==> config.mk <==
export PLATFORM = sky130hd
export DESIGN_NAME = cpu_backend
export DESIGN_NICKNAME = d
export VERILOG_FILES = /design/src/common/cpu_pkg.sv /design/src/mem/data_ram.sv /design/src/mem/llbit_reg.sv /design/src/mem/mem_stage.sv /design/src/source/bus_arbiter.sv /design/src/source/cpu_backend.sv /design/src/source/mem_wb.sv /design/src/source/pipe_ctrl.sv /design/src/source/regfile.sv
export SDC_FILE = /design/constraint.sdc
export NUM_CORES = 2
export LEC_CHECK = 0
export BUFFER_PORTS_ARGS = -buffer_cell sky130_fd_sc_hd__buf_4
export CAP_MARGIN = 5
export CORE_MARGIN = 2
export CORE_UTILIZATION = 60
export DETAILED_ROUTE_END_ITERATION = 8
export PLACE_DENSITY = 0.76
export SYNTH_ARGS = -nofsm -noshare
export SYNTH_HDL_FRONTEND = slang
export SYNTH_SLANG_ARGS = --single-unit
==> constraint.sdc <==
create_clock -name clk -period 5 [get_ports clk]
set_input_delay 0.25 -clock clk [delete_from_list [all_inputs] [get_ports clk]]
set_output_delay 0.25 -clock clk [all_outputs]
set_load 0.02 [all_outputs]
==> src/common/cpu_pkg.sv <==
`default_nettype none

package cpu_pkg;

  typedef logic [31:0] word_t;
  typedef logic [31:0] inst_addr_t;
  typedef logic [31:0] inst_t;       // Carried for the commit port only.
  typedef logic [4:0]  reg_addr_t;

  // Bit 0 execute, bit 1 EX/MEM, bit 2 MEM/WB, bit 3 writeback.
  typedef logic [3:0]  stall_t;

  typedef enum logic [2:0] {
    MEM_NONE = 3'd0,
    MEM_LW   = 3'd1,
    MEM_SW   = 3'd2,
    MEM_LL   = 3'd3,
    MEM_SC   = 3'd4
  } mem_op_t;

endpackage

`default_nettype wire

==> src/mem/data_ram.sv <==
`timescale 1ns/1ps
`default_nettype none

module data_ram #(
  parameter  int unsigned RAM_WORDS = 64,
  localparam int unsigned AW        = $clog2(RAM_WORDS)
) (
  input  logic           clk,
  input  logic           we,
  input  logic [AW-1:0]  addr,
  input  cpu_pkg::word_t wdata,
  output cpu_pkg::word_t rdata
);

  import cpu_pkg::*;

  word_t mem [RAM_WORDS];

  // Contents start out as zero.
  initial
  begin
    for (int i = 0; i < RAM_WORDS; i++)
    begin
      mem[i] = '0;
    end
  end

  always_ff @(posedge clk)
  begin
    if (we)
    begin
      mem[addr] <= wdata;
    end
  end

  assign rdata = mem[addr];   // Asynchronous read.

endmodule

`default_nettype wire

==> src/mem/llbit_reg.sv <==
`timescale 1ns/1ps
`default_nettype none

module llbit_reg (
  input  logic clk,
  input  logic rst_n,
  input  logic flush,
  input  logic we,
  input  logic value,
  output logic llbit
);

  always_ff @(posedge clk)
  begin
    if (!rst_n)
    begin
      llbit <= 1'b0;
    end
    else if (flush)
    begin
      llbit <= 1'b0;    // Flush beats a same-cycle write.
    end
    else if (we)
    begin
      llbit <= value;
    end
  end

endmodule

`default_nettype wire

==> src/mem/mem_stage.sv <==
`timescale 1ns/1ps
`default_nettype none

module mem_stage (
  input  logic                clk,
  input  logic                rst_n,
  input  cpu_pkg::stall_t     stall,
  input  logic                flush,
  input  logic                ex_valid,
  input  cpu_pkg::inst_addr_t ex_pc,
  input  cpu_pkg::inst_t      ex_inst,
  input  cpu_pkg::reg_addr_t  ex_wd,
  input  logic                ex_wreg,
  input  cpu_pkg::word_t      ex_wdata,
  input  cpu_pkg::mem_op_t    ex_mem_op,
  input  cpu_pkg::word_t      ex_mem_data,
  input  logic                llbit,
  input  logic                wb_llbit_we,
  input  logic                wb_llbit_value,
  output logic                mem_req,
  output logic                mem_we,
  output cpu_pkg::word_t      mem_addr,
  output cpu_pkg::word_t      mem_wdata,
  input  logic                mem_gnt,
  input  cpu_pkg::word_t      mem_rdata,
  output logic                stallreq,
  output logic                mem_valid,
  output cpu_pkg::inst_addr_t mem_pc,
  output cpu_pkg::inst_t      mem_inst,
  output cpu_pkg::reg_addr_t  mem_wd,
  output logic                mem_wreg,
  output cpu_pkg::word_t      mem_result,
  output logic                mem_llbit_we,
  output logic                mem_llbit_value
);

  import cpu_pkg::*;

  logic       valid_q;
  logic       wreg_q;
  mem_op_t    op_q;
  inst_addr_t pc_q;
  inst_t      inst_q;
  reg_addr_t  wd_q;
  word_t      wdata_q;
  word_t      mdata_q;
  logic       llbit_cur;
  logic       sc_ok;
  logic       served;

  // EX/MEM control fields.
  always_ff @(posedge clk)
  begin
    if (!rst_n || flush)
    begin
      valid_q <= 1'b0;
      wreg_q  <= 1'b0;
      op_q    <= MEM_NONE;
    end
    else if (stall[0] && !stall[1])
    begin
      valid_q <= 1'b0;          // Bubble.
      wreg_q  <= 1'b0;
      op_q    <= MEM_NONE;
    end
    else if (!stall[1])
    begin
      valid_q <= ex_valid;
      wreg_q  <= ex_wreg;
      op_q    <= ex_mem_op;
    end
  end

  always_ff @(posedge clk)
  begin
    if (!stall[1])
    begin
      pc_q    <= ex_pc;
      inst_q  <= ex_inst;
      wd_q    <= ex_wd;
      wdata_q <= ex_wdata;
      mdata_q <= ex_mem_data;
    end
  end

  // A link-bit write still sitting in MEM/WB wins over the register.
  assign llbit_cur = wb_llbit_we ? wb_llbit_value : llbit;
  assign sc_ok     = (op_q == MEM_SC) && llbit_cur;

  assign mem_req   = valid_q && (op_q != MEM_NONE);
  assign mem_we    = (op_q == MEM_SW) || sc_ok;
  assign mem_addr  = wdata_q;   // ALU result is the word address.
  assign mem_wdata = mdata_q;
  assign stallreq  = mem_req && !mem_gnt;
  assign served    = !stallreq;

  // A lost memory cycle hands MEM/WB an empty slot.
  assign mem_valid       = valid_q && served;
  assign mem_wreg        = wreg_q && served;
  assign mem_pc          = pc_q;
  assign mem_inst        = inst_q;
  assign mem_wd          = wd_q;
  assign mem_llbit_we    = valid_q && served && (op_q == MEM_LL || op_q == MEM_SC);
  assign mem_llbit_value = (op_q == MEM_LL);   // SC always clears it.

  always_comb
  begin
    case (op_q)
      MEM_LW, MEM_LL: mem_result = mem_rdata;
      MEM_SC:         mem_result = {31'd0, sc_ok};
      default:        mem_result = wdata_q;
    endcase
  end

endmodule

`default_nettype wire

==> src/source/bus_arbiter.sv <==
`timescale 1ns/1ps
`default_nettype none

module bus_arbiter #(
  parameter  int unsigned RAM_WORDS = 64,
  localparam int unsigned AW        = $clog2(RAM_WORDS)
) (
  input  logic           host_req,
  input  logic           host_we,
  input  cpu_pkg::word_t host_addr,
  input  cpu_pkg::word_t host_wdata,
  output logic           host_gnt,
  output cpu_pkg::word_t host_rdata,
  input  logic           mem_req,
  input  logic           mem_we,
  input  cpu_pkg::word_t mem_addr,
  input  cpu_pkg::word_t mem_wdata,
  output logic           mem_gnt,
  output cpu_pkg::word_t mem_rdata,
  output logic           ram_we,
  output logic [AW-1:0]  ram_addr,
  output cpu_pkg::word_t ram_wdata,
  input  cpu_pkg::word_t ram_rdata
);

  // Host always wins a shared cycle.
  assign host_gnt = host_req;
  assign mem_gnt  = mem_req && !host_req;

  assign ram_we    = host_gnt ? host_we : (mem_gnt && mem_we);
  assign ram_addr  = host_gnt ? host_addr[AW-1:0] : mem_addr[AW-1:0];
  assign ram_wdata = host_gnt ? host_wdata : mem_wdata;

  assign host_rdata = ram_rdata;
  assign mem_rdata  = ram_rdata;

endmodule

`default_nettype wire

==> src/source/cpu_backend.sv <==
`timescale 1ns/1ps
`default_nettype none

module cpu_backend #(
  parameter int unsigned         RAM_WORDS = 64,
  parameter cpu_pkg::inst_addr_t RST_PC    = '0
) (
  input  logic                clk,
  input  logic                rst_n,
  input  logic                ex_valid,
  input  cpu_pkg::inst_addr_t ex_pc,
  input  cpu_pkg::inst_t      ex_inst,
  input  cpu_pkg::reg_addr_t  ex_wd,
  input  logic                ex_wreg,
  input  cpu_pkg::word_t      ex_wdata,
  input  cpu_pkg::mem_op_t    ex_mem_op,
  input  cpu_pkg::word_t      ex_mem_data,
  input  logic                flush,
  output logic                ex_hold,
  input  logic                host_req,
  input  logic                host_we,
  input  cpu_pkg::word_t      host_addr,
  input  cpu_pkg::word_t      host_wdata,
  output logic                host_gnt,
  output cpu_pkg::word_t      host_rdata,
  output logic                commit_valid,
  output cpu_pkg::inst_addr_t commit_pc,
  output cpu_pkg::inst_t      commit_inst,
  input  cpu_pkg::reg_addr_t  rf_raddr,
  output cpu_pkg::word_t      rf_rdata
);

  import cpu_pkg::*;

  localparam int unsigned AW = $clog2(RAM_WORDS);

  stall_t     stall;
  logic       stallreq;
  logic       llbit;
  logic       mem_req, mem_we, mem_gnt;
  word_t      mem_addr, mem_wdata, mem_rdata;
  logic       ram_we;
  logic [AW-1:0] ram_addr;
  word_t      ram_wdata, ram_rdata;
  logic       mem_valid, mem_wreg, mem_llbit_we, mem_llbit_value;
  inst_addr_t mem_pc;
  inst_t      mem_inst;
  reg_addr_t  mem_wd;
  word_t      mem_result;
  reg_addr_t  wb_wd;
  logic       wb_wreg, wb_llbit_we, wb_llbit_value;
  word_t      wb_wdata;

  mem_stage u_mem_stage (
    .clk, .rst_n, .stall, .flush,
    .ex_valid, .ex_pc, .ex_inst, .ex_wd, .ex_wreg, .ex_wdata, .ex_mem_op, .ex_mem_data,
    .llbit, .wb_llbit_we, .wb_llbit_value,
    .mem_req, .mem_we, .mem_addr, .mem_wdata, .mem_gnt, .mem_rdata, .stallreq,
    .mem_valid, .mem_pc, .mem_inst, .mem_wd, .mem_wreg, .mem_result,
    .mem_llbit_we, .mem_llbit_value
  );

  llbit_reg u_llbit_reg (
    .clk, .rst_n, .flush, .we(wb_llbit_we), .value(wb_llbit_value), .llbit
  );

  bus_arbiter #(.RAM_WORDS(RAM_WORDS)) u_bus_arbiter (
    .host_req, .host_we, .host_addr, .host_wdata, .host_gnt, .host_rdata,
    .mem_req, .mem_we, .mem_addr, .mem_wdata, .mem_gnt, .mem_rdata,
    .ram_we, .ram_addr, .ram_wdata, .ram_rdata
  );

  data_ram #(.RAM_WORDS(RAM_WORDS)) u_data_ram (
    .clk, .we(ram_we), .addr(ram_addr), .wdata(ram_wdata), .rdata(ram_rdata)
  );

  pipe_ctrl u_pipe_ctrl (.stallreq, .flush, .stall, .ex_hold);

  mem_wb #(.RST_PC(RST_PC)) u_mem_wb (
    .clk, .rst_n, .stall, .flush,
    .mem_valid, .mem_pc, .mem_inst, .mem_wd, .mem_wreg, .mem_result,
    .mem_llbit_we, .mem_llbit_value,
    .wb_wd, .wb_wreg, .wb_wdata, .wb_llbit_we, .wb_llbit_value,
    .commit_valid, .commit_pc, .commit_inst
  );

  regfile u_regfile (
    .clk, .rst_n, .we(wb_wreg), .waddr(wb_wd), .wdata(wb_wdata),
    .raddr(rf_raddr), .rdata(rf_rdata)
  );

endmodule

`default_nettype wire

==> src/source/mem_wb.sv <==
`timescale 1ns/1ps
`default_nettype none

module mem_wb #(
  parameter cpu_pkg::inst_addr_t RST_PC = '0
) (
  input  logic                clk,
  input  logic                rst_n,
  input  cpu_pkg::stall_t     stall,
  input  logic                flush,
  input  logic                mem_valid,
  input  cpu_pkg::inst_addr_t mem_pc,
  input  cpu_pkg::inst_t      mem_inst,
  input  cpu_pkg::reg_addr_t  mem_wd,
  input  logic                mem_wreg,
  input  cpu_pkg::word_t      mem_result,
  input  logic                mem_llbit_we,
  input  logic                mem_llbit_value,
  output cpu_pkg::reg_addr_t  wb_wd,
  output logic                wb_wreg,
  output cpu_pkg::word_t      wb_wdata,
  output logic                wb_llbit_we,
  output logic                wb_llbit_value,
  output logic                commit_valid,
  output cpu_pkg::inst_addr_t commit_pc,
  output cpu_pkg::inst_t      commit_inst
);

  always_ff @(posedge clk)
  begin
    if (!rst_n)
    begin
      wb_wd          <= '0;
      wb_wreg        <= 1'b0;
      wb_wdata       <= '0;
      wb_llbit_we    <= 1'b0;
      wb_llbit_value <= 1'b0;
      commit_valid   <= 1'b0;
      commit_pc      <= RST_PC;
      commit_inst    <= '0;
    end
    else if (flush || (stall[2] && !stall[3]))
    begin
      wb_wd          <= '0;     // Flushed or bubble slot.
      wb_wreg        <= 1'b0;
      wb_wdata       <= '0;
      wb_llbit_we    <= 1'b0;
      wb_llbit_value <= 1'b0;
      commit_valid   <= 1'b0;
      commit_pc      <= '0;
      commit_inst    <= '0;
    end
    else if (!stall[2])
    begin
      wb_wd          <= mem_wd;
      wb_wreg        <= mem_wreg;
      wb_wdata       <= mem_result;
      wb_llbit_we    <= mem_llbit_we;
      wb_llbit_value <= mem_llbit_value;
      commit_valid   <= mem_valid;
      commit_pc      <= mem_pc;
      commit_inst    <= mem_inst;
    end
  end

endmodule

`default_nettype wire

==> src/source/pipe_ctrl.sv <==
`timescale 1ns/1ps
`default_nettype none

module pipe_ctrl (
  input  logic            stallreq,
  input  logic            flush,
  output cpu_pkg::stall_t stall,
  output logic            ex_hold
);

  // Memory stall holds execute and EX/MEM; MEM/WB gets a bubble.
  always_comb
  begin
    if (flush)
    begin
      stall = '0;
    end
    else
    begin
      stall = {2'b00, stallreq, stallreq};
    end
  end

  assign ex_hold = stall[0];

endmodule

`default_nettype wire

==> src/source/regfile.sv <==
`timescale 1ns/1ps
`default_nettype none

module regfile (
  input  logic               clk,
  input  logic               rst_n,
  input  logic               we,
  input  cpu_pkg::reg_addr_t waddr,
  input  cpu_pkg::word_t     wdata,
  input  cpu_pkg::reg_addr_t raddr,
  output cpu_pkg::word_t     rdata
);

  import cpu_pkg::*;

  word_t regs [32];

  always_ff @(posedge clk)
  begin
    if (!rst_n)
    begin
      for (int i = 0; i < 32; i++)
      begin
        regs[i] <= '0;
      end
    end
    else if (we && waddr != 5'd0)
    begin
      regs[waddr] <= wdata;   // r0 stays zero.
    end
  end

  // No write-through; a same-cycle write shows up next cycle.
  assign rdata = regs[raddr];

endmodule

`default_nettype wire
-- Word-level counts from Yosys, hierarchy flattened
Memories as Yosys holds them, arrays and structs flattened.
Cells that the tools add are included.
Widths: inputs -> output; s select.
- bits in registers: 244
- bits in writable memories: 3072
- bits of input ports: 212
- output and inout port bits: 131
- memories: 2
- equal/unequal tests: 4
- muxes and demuxes: 15
- bitwise logic cells: 1
- reduce and logical (&&, ||, !) cells: 28
- memory list (memory ; words ; width ; read ports ; clocked after Yosys merged registers in ; wr ports ; RTL line ; source):
    u_data_ram.mem ; 64 ; 32 ; 1 ; 0 ; 1 ; data_ram.sv:17 ; word_t mem [RAM_WORDS];
    u_regfile.regs ; 32 ; 32 ; 1 ; 0 ; 32 ; regfile.sv:16 ; word_t regs [32];
- operators with widths (kind ; count):
    $mux 32 ; 2
    $pmux 32 s2 ; 1
    $reduce_or 32->1 ; 1
    $logic_and 1x1->1 ; 10
    $mux 1 ; 9
    $reduce_or 2->1 ; 4
    $eq 3x2->1 const B ; 2
    $mux 6 ; 1
    $logic_not 1->1 ; 5
    $mux 5 ; 1
    $reduce_bool 5->1 ; 1
    $logic_or 1x1->1 ; 4
    $eq 3x1->1 const B ; 1
    $eq 3x3->1 const B ; 1
    $reduce_bool 3->1 ; 1
    $mux 2 ; 1
    $logic_and 1x1->1 const A ; 1
    $logic_not 1->1 const A ; 1
    $not 1->1 ; 1

-- Logic depth before layout (Yosys ltp)
- word-level depth: 9
- gate-level depth with buffers: 13
- gate-level depth less buffers: 7

-- Cells and area by module
Synthesis repeated with hierarchy kept, for this count alone.
- cell total of the unflattened synthesis: 8452
- area, all modules: 136445.9 um^2
- by module, submodules not included (module ; instances ; cells each ; area an instance (um^2) ; seq. area each (um^2)):
    data_ram ; 1 ; 4207 ; 78287.6 ; 61499.0
    regfile ; 1 ; 3451 ; 46937.5 ; 30749.5
    mem_wb ; 1 ; 468 ; 5504.0 ; 2102.0
    mem_stage ; 1 ; 208 ; 4648.2 ; 4093.9
    bus_arbiter ; 1 ; 109 ; 978.4 ; 0.0
    pipe_ctrl ; 1 ; 6 ; 47.5 ; 0.0
    llbit_reg ; 1 ; 3 ; 42.5 ; 20.0

-- Least setup slack after synthesis
Ideal clock, no wire load.
- path type: in2out
- from: in host_req
- to: out ex_hold
- arrival: 3.601 ns
- data required time: 4.750 ns
- setup slack: 1.149 ns
- stages on the path: 9
- path buffers: 6
- cell sequence: buf_6 -> buf_6 -> buf_6 -> buf_2 -> buf_2 -> buf_1 -> o311ai_1 -> or2_2 -> inv_1
- longest elaborated chain between the ends: 5
- RTL lines (element ; RTL line ; source):
    start, declared ; cpu_backend.sv:20 ; input logic host_req,
    $logic_not 1->1 ; bus_arbiter.sv:28 ; assign mem_gnt = mem_req && !host_req;
    $logic_and 1x1->1 ; bus_arbiter.sv:28 ;
    $logic_not 1->1 ; mem_stage.sv:94 ; assign stallreq = mem_req && !mem_gnt;
    $logic_and 1x1->1 ; mem_stage.sv:94 ;
    $mux 2 ; pipe_ctrl.sv:14 ; if (flush)
    end, declared ; cpu_backend.sv:19 ; output logic ex_hold,
No other way between the ends.

-- Worst setup path in the final report
- from: reg u_mem_stage.wdata_q[4], in the netlist u_mem_stage.mem_addr[4]
- to: out host_rdata[28]
- longest elaborated chain between the ends: 2
- RTL lines (element ; RTL line ; source):
    start, declared ; mem_stage.sv:45 ; word_t wdata_q;
    start signal, assigned ; mem_stage.sv:81 ; wdata_q <= ex_wdata;
    $mux 6 ; bus_arbiter.sv:31 ; assign ram_addr = host_gnt ? host_addr[AW-1:0] : mem_addr[AW-1:0];
    $mem_v2 64x32 ; - ;
    end, declared ; cpu_backend.sv:25 ; output cpu_pkg::word_t host_rdata,
No other way between the ends.

==> out/results.txt <==
status -> finished with violations
failing checks -> negative setup slack
ANT nets after route -> 0
number of DRC markers in iteration 0 -> 14100
fin crit period -> 5.11 ns
Congestion Overflow GR -> 0
Chip Height -> 472 µm
Worst Hold End -> u_mem_stage.mem_inst[6]$_DFFE_PN_
Synth cell types -> 87
fin. max-slew vios -> 0
# setup viols final -> 10
port bufs -> 316
Regs by FF count -> u_data_ram.mem x2048, u_regfile.regs x1024
vias in the first global route -> 80800
largest net degree at the start of global routing -> 103
Rel. slew slack -> 0.00458
Initial Util -> 0.604
first-pass GRT wire length -> 567 mm
crit end category -> primary output
share of cells above drive strength 1 -> 0.208
placer congestion estimate -> 0.916
worst-path fanout max -> 15
worst min-delay path class -> in -> reg
Die X-Extent -> 472 µm
ys async rst share -> 0
placed standard-cell area -> 139000 µm²
PwrDens -> 400 nW/µm²
Layout area overhead -> 16.1%
# IOs -> 343
Mean Syn Cell Area -> 17.1 µm²
nets -> 8559
Worst-path clk slew -> 0.07 ns
Hold Path Stages -> 2
max-cap viol count -> 0
Clock Latency Late Sink -> 0.98 ns
Synth top cells by count -> edfxtp_1, and2_1, a22oi_1
Yosys warnings -> 0
DRC violations left -> 0
Critical Path RT -> 4.75 ns
H-Tree Depth -> 5
Reg2Reg Depth -> 7
full die area -> 223000 µm²
beginning of the worst hold path -> ex_inst[6]
Total Wirelength -> 403 mm
fin crit share -> 1.02
fmax -> 196 MHz
Via density -> 7.07
synthesized flop and latch total -> 3316
ys flop type -> edfxtp_1
Max Buffers Root-to-Sink -> 4
Global Route Usage Sum -> 0.356
Reg with most FFs -> u_data_ram.mem
total negative slack -> -0.470 ns
number of flip-flops in the largest register -> 2048
CTS Buf Count -> 342
reg2reg end -> u_data_ram.mem[24][2]$_DFFE_PP_
post-synthesis sequential area ratio -> 0.750
leading area contributor after synthesis -> edfxtp_1
Post-DP HPWL -> 232 mm
CTS sink count -> 3316
crit path DAT -> 4.86 ns
total number of vias -> 81000
Worst IR Drop VDD -> 0.439 mV
Setup crit start kind -> flip-flop
dominant cell by count in the synthesized netlist -> edfxtp_1
top cells by area, synth -> edfxtp_1, mux4_2, and2_1
CTS tree -> built
Cell Rows -> 171
Final Hold Fails -> 0
Clock Skews -> 0.0809 ns
Worst Setup Slack, final -> -0.108 ns
leakage -> 50.9 nW
initial antenna violation count -> 26
Post-Route Utilization -> 0.702
Core Box Area -> 217000 µm²
DR WL/cell -> 35.1 µm
cells after synthesis -> 7701
worst r2r src -> u_mem_stage.mem_addr[0]$_DFFE_PN_
Mapped Area -> 131000 µm²
R2R setup slack -> 0.55 ns
final instance area -> 152000 µm²
Worst Max-Slew Pin Slew -> 1.49 ns
post-synth top area share -> 0.733
Post-synth EDFFs -> 3205
Crit Path Class -> reg -> out
DR pass1 iterations -> 7
clock root cell -> clkbuf_16
## cell type report
cell class	instances	area, µm²
antenna	8	20.0
clock buffer	420	9170
clock inverter	184	1680
fill	13000	64900
inverter	13	48.8
multi-input combinational	3770	31500
sequential	3316	98500
tap	2854	3570
timing repair buffer	904	8000
## layout by cell type (no fill, tap or decap), types with 41 or more instances in the layout
| master | n |
|---|---|
| nand3_1 | 73 |
| a222oi_1 | 45 |
| o22ai_1 | 53 |
| buf_4 | 656 |
| a31oi_1 | 48 |
| a221oi_1 | 112 |
| o211ai_1 | 71 |
| o21ai_0 | 286 |
| o22a_1 | 49 |
| a221o_1 | 41 |
| clkbuf_16 | 353 |
| buf_12 | 53 |
| a22oi_1 | 510 |
| a41oi_1 | 68 |
| clkinv_2 | 58 |
| nand2_1 | 140 |
| edfxtp_1 | 3205 |
| mux2_2 | 78 |
| nor2_1 | 44 |
| clkinv_1 | 76 |
| mux2i_1 | 94 |
| nor2_4 | 67 |
| clkbuf_1 | 59 |
| a21oi_1 | 130 |
| and2_1 | 1079 |
| nand4_1 | 55 |
| mux4_2 | 320 |
| dfxtp_1 | 109 |
| dlygate4sd3_1 | 184 |
## worst max path at each step
stage | startpoint | to | slack, ns | cells past startpoint
floorplan | host_req | ex_hold | 1.15 | 9
global placement | host_req | u_mem_wb.wb_wdata[26]$_SDFF_PP0_ | 0.14 | 11
detailed placement | u_mem_stage.mem_addr[0]$_DFFE_PN_ | u_mem_wb.wb_wdata[20]$_SDFF_PP0_ | 0.17 | 9
CTS | u_mem_stage.mem_addr[0]$_DFFE_PN_ | host_rdata[20] | 0.005 | 8
global route | u_mem_stage.mem_addr[0]$_DFFE_PN_ | host_rdata[13] | -0.03 | 11
finish | u_mem_stage.mem_addr[4]$_DFFE_PN_ | host_rdata[28] | -0.11 | 8
## worst max-delay path: stages, from the launching register on
cell and delay [ns]:
edfxtp_1 0.72, nor4b_1 0.89, or2_1 0.88, buf_4 0.43, o41ai_1 0.16, o221ai_1 0.31, nor2_1 0.08, nand2_1 0.23
buf_4 0.20
## where the power goes
group	internal (mW)	total [mW]	switching [mW]	leakage (nW)
sequential	31.1	31.3	0.269	31.1
clock	14.6	25.2	10.6	5.30
combinational	1.52	4.53	3.01	14.5
## cells by family (layout without fill, tap and decap cells)
family	Yosys count	count (layout)	share of synthesized area
DFF	3316	3316	0.750
and+or+nand+nor	1634	1636	0.0730
AOI/OAI and AO/OA	1595	1596	0.0865
buffers and inverters	649	1521	0.0206
muxes	506	506	0.0701
other	1	40	0.0000286
## timing repair
action                                  in CTS  in global routing
cloned                                       3                  0
hold buffers                               184                  0
gates resized for setup                     15                  9
hold endpoints to repair                   151                  0
endpoints found under the setup margin      22                 18
pin swaps                                    8                  1
setup buffers                               23                  5
## stage by stage
stage | power, mW | worst slack, ns | cells | hold WS [ns]
finish | 61.0 | -0.108 | 11500 | 0.0264
detailed placement | 36.0 | 0.172 | 10600 | 0.424
CTS | 60.7 | 0.00522 | 11400 | 0.000285
floorplan | 34.0 | 1.15 | 7732 | 0.349
global placement | 35.9 | 0.138 | 10600 | 0.423
global route | 62.1 | -0.0276 | 11500 | 0.0126
## routing by layer
metal	wire length, µm	track usage
met1	129000	0.442
met4	28800	0.215
met2	190000	0.566
met5	208	0
met3	53900	0.0936
Note: power is estimated with default switching activity, not from simulation.
